===== config.mk =====
export PLATFORM = sky130hd
export DESIGN_NAME = execution_registers
export DESIGN_NICKNAME = d
export VERILOG_FILES = /design/src/source/ex_mem_pkg.sv /design/src/source/execution_registers.sv
export SDC_FILE = /design/constraint.sdc
export NUM_CORES = 1
export LEC_CHECK = 0
export BUFFER_PORTS_ARGS = -buffer_cell sky130_fd_sc_hd__buf_2
export CAP_MARGIN = 15
export CORE_UTILIZATION = 35
export DETAILED_ROUTE_END_ITERATION = 10
export GPL_TIMING_DRIVEN = 0
export PLACE_DENSITY = 0.74
export SYNTH_ARGS = -nofsm -noshare
export SYNTH_HDL_FRONTEND = slang
export SYNTH_SLANG_ARGS = --single-unit
export TNS_END_PERCENT = 50

===== constraint.sdc =====
create_clock -name clk -period 2.9 [get_ports clk]
set_clock_uncertainty 0.15 [all_clocks]
set_input_delay 0.58 -clock clk [delete_from_list [all_inputs] [get_ports clk]]
set_output_delay 0.58 -clock clk [all_outputs]
set_load 0.005 [all_outputs]

===== src/source/ex_mem_pkg.sv =====
package ex_mem_pkg;

  // Data path word
  typedef logic [31:0] word_t;

  // Architectural register index
  typedef logic [4:0] reg_idx_t;

  // ALU operations, loads and stores use add for the address
  typedef enum logic [2:0] {
    ALU_ADD = 3'd0,
    ALU_SUB = 3'd1,
    ALU_AND = 3'd2,
    ALU_OR  = 3'd3,
    ALU_XOR = 3'd4,
    ALU_SLT = 3'd5,
    ALU_SLL = 3'd6,
    ALU_SRL = 3'd7
  } alu_op_t;

  // Memory stage sequencing
  typedef enum logic [1:0] {
    MEM_IDLE    = 2'd0,
    MEM_ACCESS  = 2'd1,
    MEM_RESPOND = 2'd2
  } mem_state_t;

  // Decoded control bits of one operation
  typedef struct packed {
    alu_op_t alu_op;
    // Immediate as second operand
    logic    alu_src_imm;
    logic    mem_to_reg;
    logic    reg_write;
    logic    d_cache_access;
    // 0 load, 1 store
    logic    d_cache_op;
    logic    is_byte_op;
  } ex_ctrl_t;

  // One operation at the issue port
  typedef struct packed {
    word_t    instruction;
    ex_ctrl_t ctrl;
    reg_idx_t rd;
    word_t    rs1_value;
    word_t    rs2_value;
    word_t    ext_imm;
  } issue_t;

  // Execute register contents
  typedef struct packed {
    word_t    instruction;
    word_t    ext_imm;
    ex_ctrl_t ctrl;
    reg_idx_t rd;
    word_t    alu_result;
    logic     alu_zero;
    // rs2 value, store data
    word_t    second_input;
  } ex_mem_t;

  // Write-back result
  typedef struct packed {
    reg_idx_t rd;
    word_t    data;
    logic     reg_write;
  } wb_t;

endpackage

===== src/source/execution_registers.sv =====
`timescale 1ns/1ps

module execution_registers (
  input  logic                clk,
  input  logic                rst_n,
  input  logic                active,
  input  logic                stall,
  input  logic                unlock,
  input  ex_mem_pkg::issue_t  issue,
  input  ex_mem_pkg::word_t   alu_result,
  input  logic                alu_zero,
  output ex_mem_pkg::ex_mem_t ex_q,
  output logic                active_out,
  output logic                locked
);
  import ex_mem_pkg::*;

  // Next contents, built from the issue port and the ALU
  ex_mem_t ex_d;
  // Operation taken this cycle when not stalled
  logic    capture;

  always_comb
  begin
    ex_d.instruction  = issue.instruction;
    ex_d.ext_imm      = issue.ext_imm;
    ex_d.ctrl         = issue.ctrl;
    ex_d.rd           = issue.rd;
    ex_d.alu_result   = alu_result;
    ex_d.alu_zero     = alu_zero;
    // rs2 goes on as store data
    ex_d.second_input = issue.rs2_value;
  end

  // A locked register refuses new work
  assign capture = active && !locked;

  always_ff @(posedge clk)
  begin
    if (!rst_n)
    begin
      ex_q       <= '0;
      active_out <= 1'b0;
      locked     <= 1'b0;
    end
    else if (!stall)
    begin
      if (capture)
      begin
        ex_q       <= ex_d;
        active_out <= 1'b1;
      end
      else
      begin
        // Bubble downstream, contents stay put
        active_out <= 1'b0;
      end

      // Lock for the whole data memory access
      if (capture && issue.ctrl.d_cache_access)
      begin
        locked <= 1'b1;
      end
      // Memory stage signals the end of the access
      else if (unlock)
      begin
        locked <= 1'b0;
      end
    end
    // Stall holds everything
  end

  // Bubbles only while a memory access is outstanding
  a_no_issue_while_locked: assert property (
    @(posedge clk) disable iff (!rst_n)
    $rose(active_out) |-> !$past(locked)
  )
  else $error("active_out rose while the register was locked");

  // Unlock from the memory stage must match an earlier lock
  a_unlock_needs_lock: assert property (
    @(posedge clk) disable iff (!rst_n)
    unlock |-> locked
  )
  else $error("unlock arrived while the register was unlocked");

endmodule


==> results of run 1 <==
[layer usage]
layer  up-vias  GRT usage  wire length, microns
li1       2636          -                     -
met1      2385     0.2121                  6764
met2       210     0.3248                  7927
met3        23    0.06888                  1369
met4         0    0.08003                   303
met5         -          0                     0
[placed cells by master, fill, tap and decap left out, types with 2 or more instances in the layout]
cell and count:
mux2i_1 143, dfxtp_1 145, clkbuf_16 17, clkinv_2 3, buf_1 3, clkbuf_8 4, buf_2 307, buf_6 7
clkbuf_1 15, nand2_1 286, buf_4 9, clkinv_4 2
[worst register-to-register path, delay by kind of cell (launching register included)]
kind | cells | cell delay [ns]
muxes | 1 | 0.21
and+or+nand+nor | 1 | 0.20
DFF | 1 | 0.33
buffers and inverters | 3 | 0.65
[worst max path at each step]
stage	start	endpoint	slack, ns	cells after the start
3_5_place_dp	rst_n	ex_q[93]	0.80	5
5_1_grt	locked	ex_q[121]	1.14	5
6_report	ex_q[100]	ex_q[100]	1.26	1
2_1_floorplan	stall	ex_q[100]	1.28	5
3_3_place_gp	rst_n	ex_q[83]	0.84	5
4_1_cts	ex_q[42]	ex_q[42]	1.23	1
[flip-flops by register name, indices dropped and copies added, names as in the netlist]
register / count
active_out: 1
locked: 1
ex_q: 143
[final cells by class]
cell class / count / area [sq um] / area share
plain buffers: 48 / 286.5 / 0.03566
flip-flops and latches: 145 / 2903 / 0.3613
clock inverters: 8 / 78.83 / 0.009810
multi-input cells: 435 / 2552 / 0.3177
clock buffers: 23 / 488.0 / 0.06073
repair buffers: 291 / 1456 / 0.1813
well taps: 216 / 270.3 / 0.03363
[power by group through the flow]
| stage | clock, mW | combinational (mW) | sequential [mW] |
|---|---|---|---|
| 2_1_floorplan | 0 | 0.276 | 2.20 |
| 3_3_place_gp | 0 | 0.563 | 2.19 |
| 3_5_place_dp | 0 | 0.569 | 2.19 |
| 4_1_cts | 2.15 | 0.570 | 2.15 |
| 5_1_grt | 2.24 | 0.621 | 2.16 |
| 6_report | 2.10 | 0.560 | 2.15 |
[stage by stage]
step,utilization,power (mW),area [sq um]
2_1_floorplan,-,2.478,5742
4_1_cts,0.5040,4.875,8035
6_report,0.5040,4.810,8035
3_3_place_gp,0.4685,2.752,7468
3_5_place_dp,0.4685,2.761,7468
5_1_grt,0.5040,5.025,8035
[kinds of logic after synthesis]
| logic type | after synthesis | share of synthesized area |
|---|---|---|
| AOI/OAI and AO/OA | 2 | 0.003051 |
| DFF | 145 | 0.5056 |
| muxes | 143 | 0.2493 |
| buffers and inverters | 48 | 0.04990 |
| and+or+nand+nor | 290 | 0.1922 |
==> reports/metrics.yaml, run 1 <==
sw_frac_of_total: 0.2427
wl_per_cell_microns: 14.03
ant_nets: 0
vdd_drop_max_mv: 0.3673
slew_violations: 0
grt_pass1_vias: 4877
setup.worst_path.start_class: "flip-flop"
rows: 46
yosys_most_used_dff: "dfxtp_1"
antenna_found_initial: 0
fillers: 1577
io_buffers: 291
hold_class: "input pin to flip-flop"
synth_warnings: 0
cts_tree: "done"
grt_usage: 0.1897
cpPeakStageDelay_ns: 0.37
synth_fp_nets: 808
io_pins: 325
rr_worst_depth: 5
syn_inst: 628
via_per_inst: 4.506
synth.top_cell.area_share: 0.5056
slowest_stage: "dfxtp_1"
synth.ff_latch_count: 145
slew_headroom: 0.6224
p_clk_frac: 0.436
gp_congestion: 0.7784
hp-start: "issue[22]"
cts_setup_buffers: 0
first_iter_violations: 184
netSwitchingPower_mw: 1.168
hold_viol: 0
period_needed_ns: 1.643
pwr-share-seq: 0.447
worstMarginPinSlew_ns: 0.5664
finalSetupViolCount: 0
ff2ff_setup_slack_ns: 1.29
dr_total_vias: 5254
hold_ws_ns: 0.2510
powerDensity_nw_per_um2: 598.6
hold_depth: 3
synthTopCellsByArea: "dfxtp_1 51%, mux2i_1 25%, nand2_1 19%"
cap_viol_max_count: 0
cp.arrival_ns: 0.91
post_cts_resized: 0
criticalPathCategory: "flip-flop to output pin"
dp_cells: 1135
syn_to_final_growth_pct: 39.94
n_antenna_cell: 0
critPathMaxFanout: 2
crit_family: "flip-flops"
cts_hold_repair.buffers: 0
synth_area_leader_cell: "dfxtp_1"
syn_avg_cell_area_sq_um: 9.143
worstPathRequired_ns: 2.17
die_y_microns: 130.1
fin_tns_setup_ns: 0
start_util: 0.3601
place_ws_ns: 0.7996
core_sq_um: 15940
period_share: 0.5666
holdPathEnd: "ex_q[101]"
numCtsBuffers: 17
dp.final_hpwl_microns: 12260
leakagePower_nw: 3.976
clock_sinks: 145
synthTopCellsByCount: "286 x nand2_1, 145 x dfxtp_1, 143 x mux2i_1"
rsz0062_at_grt: "no"
timing.rr.end: "ex_q[68]"
synth-edff-count: 0
grt_pass1_wl_microns: 24210
path_cells: "buf_2"
synthArstFlopShare: 0
r2r-start: "locked"
end_kind: "output pin"
comb_power_share: 0.116
syn-cell-area_sq_um: 5742
ys_seq_area_frac: 0.5056
path_clk_slew_ns: 0.06
internal_power_mw: 3.643
die-area_sq_um: 16920
synthDistinctLibCells: 14
grt_max_degree: 17
cts_buffer_depth: 2
outcome: "complete, no violations"
die_w_microns: 130.1
critPathBufInv: 1
routed_wirelength_microns: 16360
drc: 0
drive_above_1_share: 0.3705
nNetsFinal: 1118
setup_slack_ns: 1.257
yosysMostFrequentCell: "nand2_1"
final_cells: 1166
grt.overflow.total: 0
fmax_mhz: 608.6
insertion_delay_ns: 0.41
first_pass_iters: 4
cts-htree-levels: 4
cts_root_buffer: "clkbuf_16"
No activity file was read; power rests on OpenSTA's default activity.
==> run 2: changes to the inputs <==
- clock period: 2.9 -> 1.6 ns (I/O delays scaled with it)
==> run 2 against run 1 <==
Non-clock buffer count is 126 higher. First-iteration DRC count is 12% higher. Wire length is 20% higher. Critical endpoint is now ex_q[102]. Global-route usage is 3.9 points higher. Register-to-register slack worse by 1.2 ns. Cell area is 16% higher. Combinational power is 130% higher. Largest cell class is now buffers. Count of clock-buffer cells in the layout stayed put.
==> reports/metrics.yaml, run 2 (same netlist as run 1, synthesis figures left out) <==
outcome: "complete, no violations"
r2r-start: "locked"
die_y_microns: 130.1
multiInputGateArea_sq_um: 2560
io_pins: 325
cts_tree: "done"
clock_sinks: 145
vdd_drop_max_mv: 0.6729
register_area_sq_um: 2903
place_ws_ns: -0.2404
worstPathRequired_ns: 1.78
grt.overflow.total: 0
die-area_sq_um: 16920
ant_nets: 0
end_kind: "flip-flop"
leakagePower_nw: 4.516
rsz0062_at_grt: "yes"
die_w_microns: 130.1
criticalPathCategory: "flip-flop to flip-flop"
cp.arrival_ns: 1.72
slew_headroom: 0.6250
fmax_mhz: 648.5
rows: 46
wl_per_cell_microns: 15.14
mostFrequentLayoutCells: "307 x buf_2, 286 x nand2_1, 145 x dfxtp_1, 141 x mux2i_1, 124 x dlygate4sd3_1"
start_util: 0.3601
rr_worst_depth: 5
insertion_delay_ns: 0.41
cts-htree-levels: 4
reg_top3: "ex_q (143), active_out (1), locked (1)"
ff2ff_setup_slack_ns: 0.06
powerDensity_nw_per_um2: 967.6
n_antenna_cell: 0
via_per_inst: 4.611
fillers: 1344
fin_tns_setup_ns: 0
path_clk_slew_ns: 0.06
grt_max_degree: 17
cp-endpoint: "ex_q[102]"
period_needed_ns: 1.542
hold_viol: 0
cap_viol_max_count: 0
drc: 0
cts_root_buffer: "clkbuf_16"
setup_slack_ns: 0.05802
first_pass_iters: 4
grt_usage: 0.2292
setup.worst_path.start_class: "flip-flop"
cpPeakStageDelay_ns: 0.33
worstMarginPinSlew_ns: 0.5625
grt_pass1_vias: 5958
largest_register_ffs: 143
critPathBufInv: 3
dp.final_hpwl_microns: 12260
gp_congestion: 0.7784
cp_num_cells: 5
crit_family: "buffers and inverters"
dr_total_vias: 5957
antenna_found_initial: 0
first_iter_violations: 206
cts_buffer_depth: 2
slew_violations: 0
final_common_cell: "buf_2"
largest-register: "ex_q"
drive_above_1_share: 0.3309
slowest_stage: "dfxtp_1"
period_share: 0.9637
startpoint: "locked"
syn_to_final_growth_pct: 62.56
core_sq_um: 15940
hold_class: "input pin to flip-flop"
path_cells: "nor3b_1 -> buf_4 -> buf_12 -> buf_6 -> mux2i_2"
nNetsFinal: 1244
numCtsBuffers: 17
timing.rr.end: "ex_q[102]"
grt_pass1_wl_microns: 29320
io_buffers: 291
finalSetupViolCount: 0
routed_wirelength_microns: 19560
critPathMaxFanout: 10
-- run 2: cell types whose count changed in the layout (fill, tap and decap cells not counted) --
cell	delta
buf_6	+4
mux2i_2	+2
buf_12	+1
mux2i_1	-2
buf_8	+1
buf_4	-4
dlygate4sd3_1	+124
-- run 2: how the worst min path moves through the flow --
stage / start / to / slack, ns / depth (start not counted)
after floorplan: ex_q[0] / ex_q[0] / 0.30 / 2
after global placement: ex_q[50] / ex_q[50] / 0.29 / 2
after detailed placement: ex_q[122] / ex_q[122] / 0.29 / 2
after CTS: alu_result[15] / ex_q[48] / 0.0007 / 3
after global routing: issue[4] / ex_q[83] / 0.005 / 3
final: alu_result[2] / ex_q[35] / 0.02 / 3
-- run 2: layout make-up --
cell class,count,area share
clock inverters,8,0.008445
plain buffers,48,0.03445
flip-flops and latches,145,0.3110
multi-input cells,435,0.2743
repair buffers,417,0.2906
well taps,216,0.02895
clock buffers,23,0.05228
-- run 2: tightest hold or removal path, cell delays in order --
cell and delay (ns):
buf_2 0.10, nand2_1 0.05, mux2i_1 0.06
-- run 2: metrics by stage --
stage          power [mW]  utilization  std cells  hold WS, ns  instance area, sq um
6_report            9.031       0.5855       1292      0.01699                  9334
3_3_place_gp        4.988       0.4685       1135       0.2891                  7468
5_1_grt             9.401       0.5855       1292     0.004906                  9334
4_1_cts             9.075       0.5828       1292    0.0006619                  9291
2_1_floorplan       4.492            -        628       0.3011                  5742
3_5_place_dp        5.004       0.4685       1135       0.2933                  7468
-- run 2: repair_timing --
action                     in CTS  in global routing
setup buffers                   2                  0
setup endpoints to repair      54                 66
pin swaps                       0                  0
gates cloned                    0                  0
hold buffers                  124                  0
resized for setup               0                 11
hold endpoints to repair      124                  0
-- run 2: power breakdown --
| group | switching, mW | internal, mW | total [mW] |
|---|---|---|---|
| registers | 0.0982 | 3.81 | 3.90 |
| logic | 0.599 | 0.712 | 1.31 |
| clock network | 1.52 | 2.30 | 3.82 |
-- run 2: metal layers --
| metal | vias to the layer above | GRT usage | wire [microns] |
|---|---|---|---|
| met1 | 2742 | 0.2402 | 7692 |
| li1 | 2895 | - | - |
| met4 | 0 | 0.1382 | 817 |
| met3 | 63 | 0.07216 | 1489 |
| met5 | - | 0 | 0 |
| met2 | 257 | 0.4014 | 9564 |
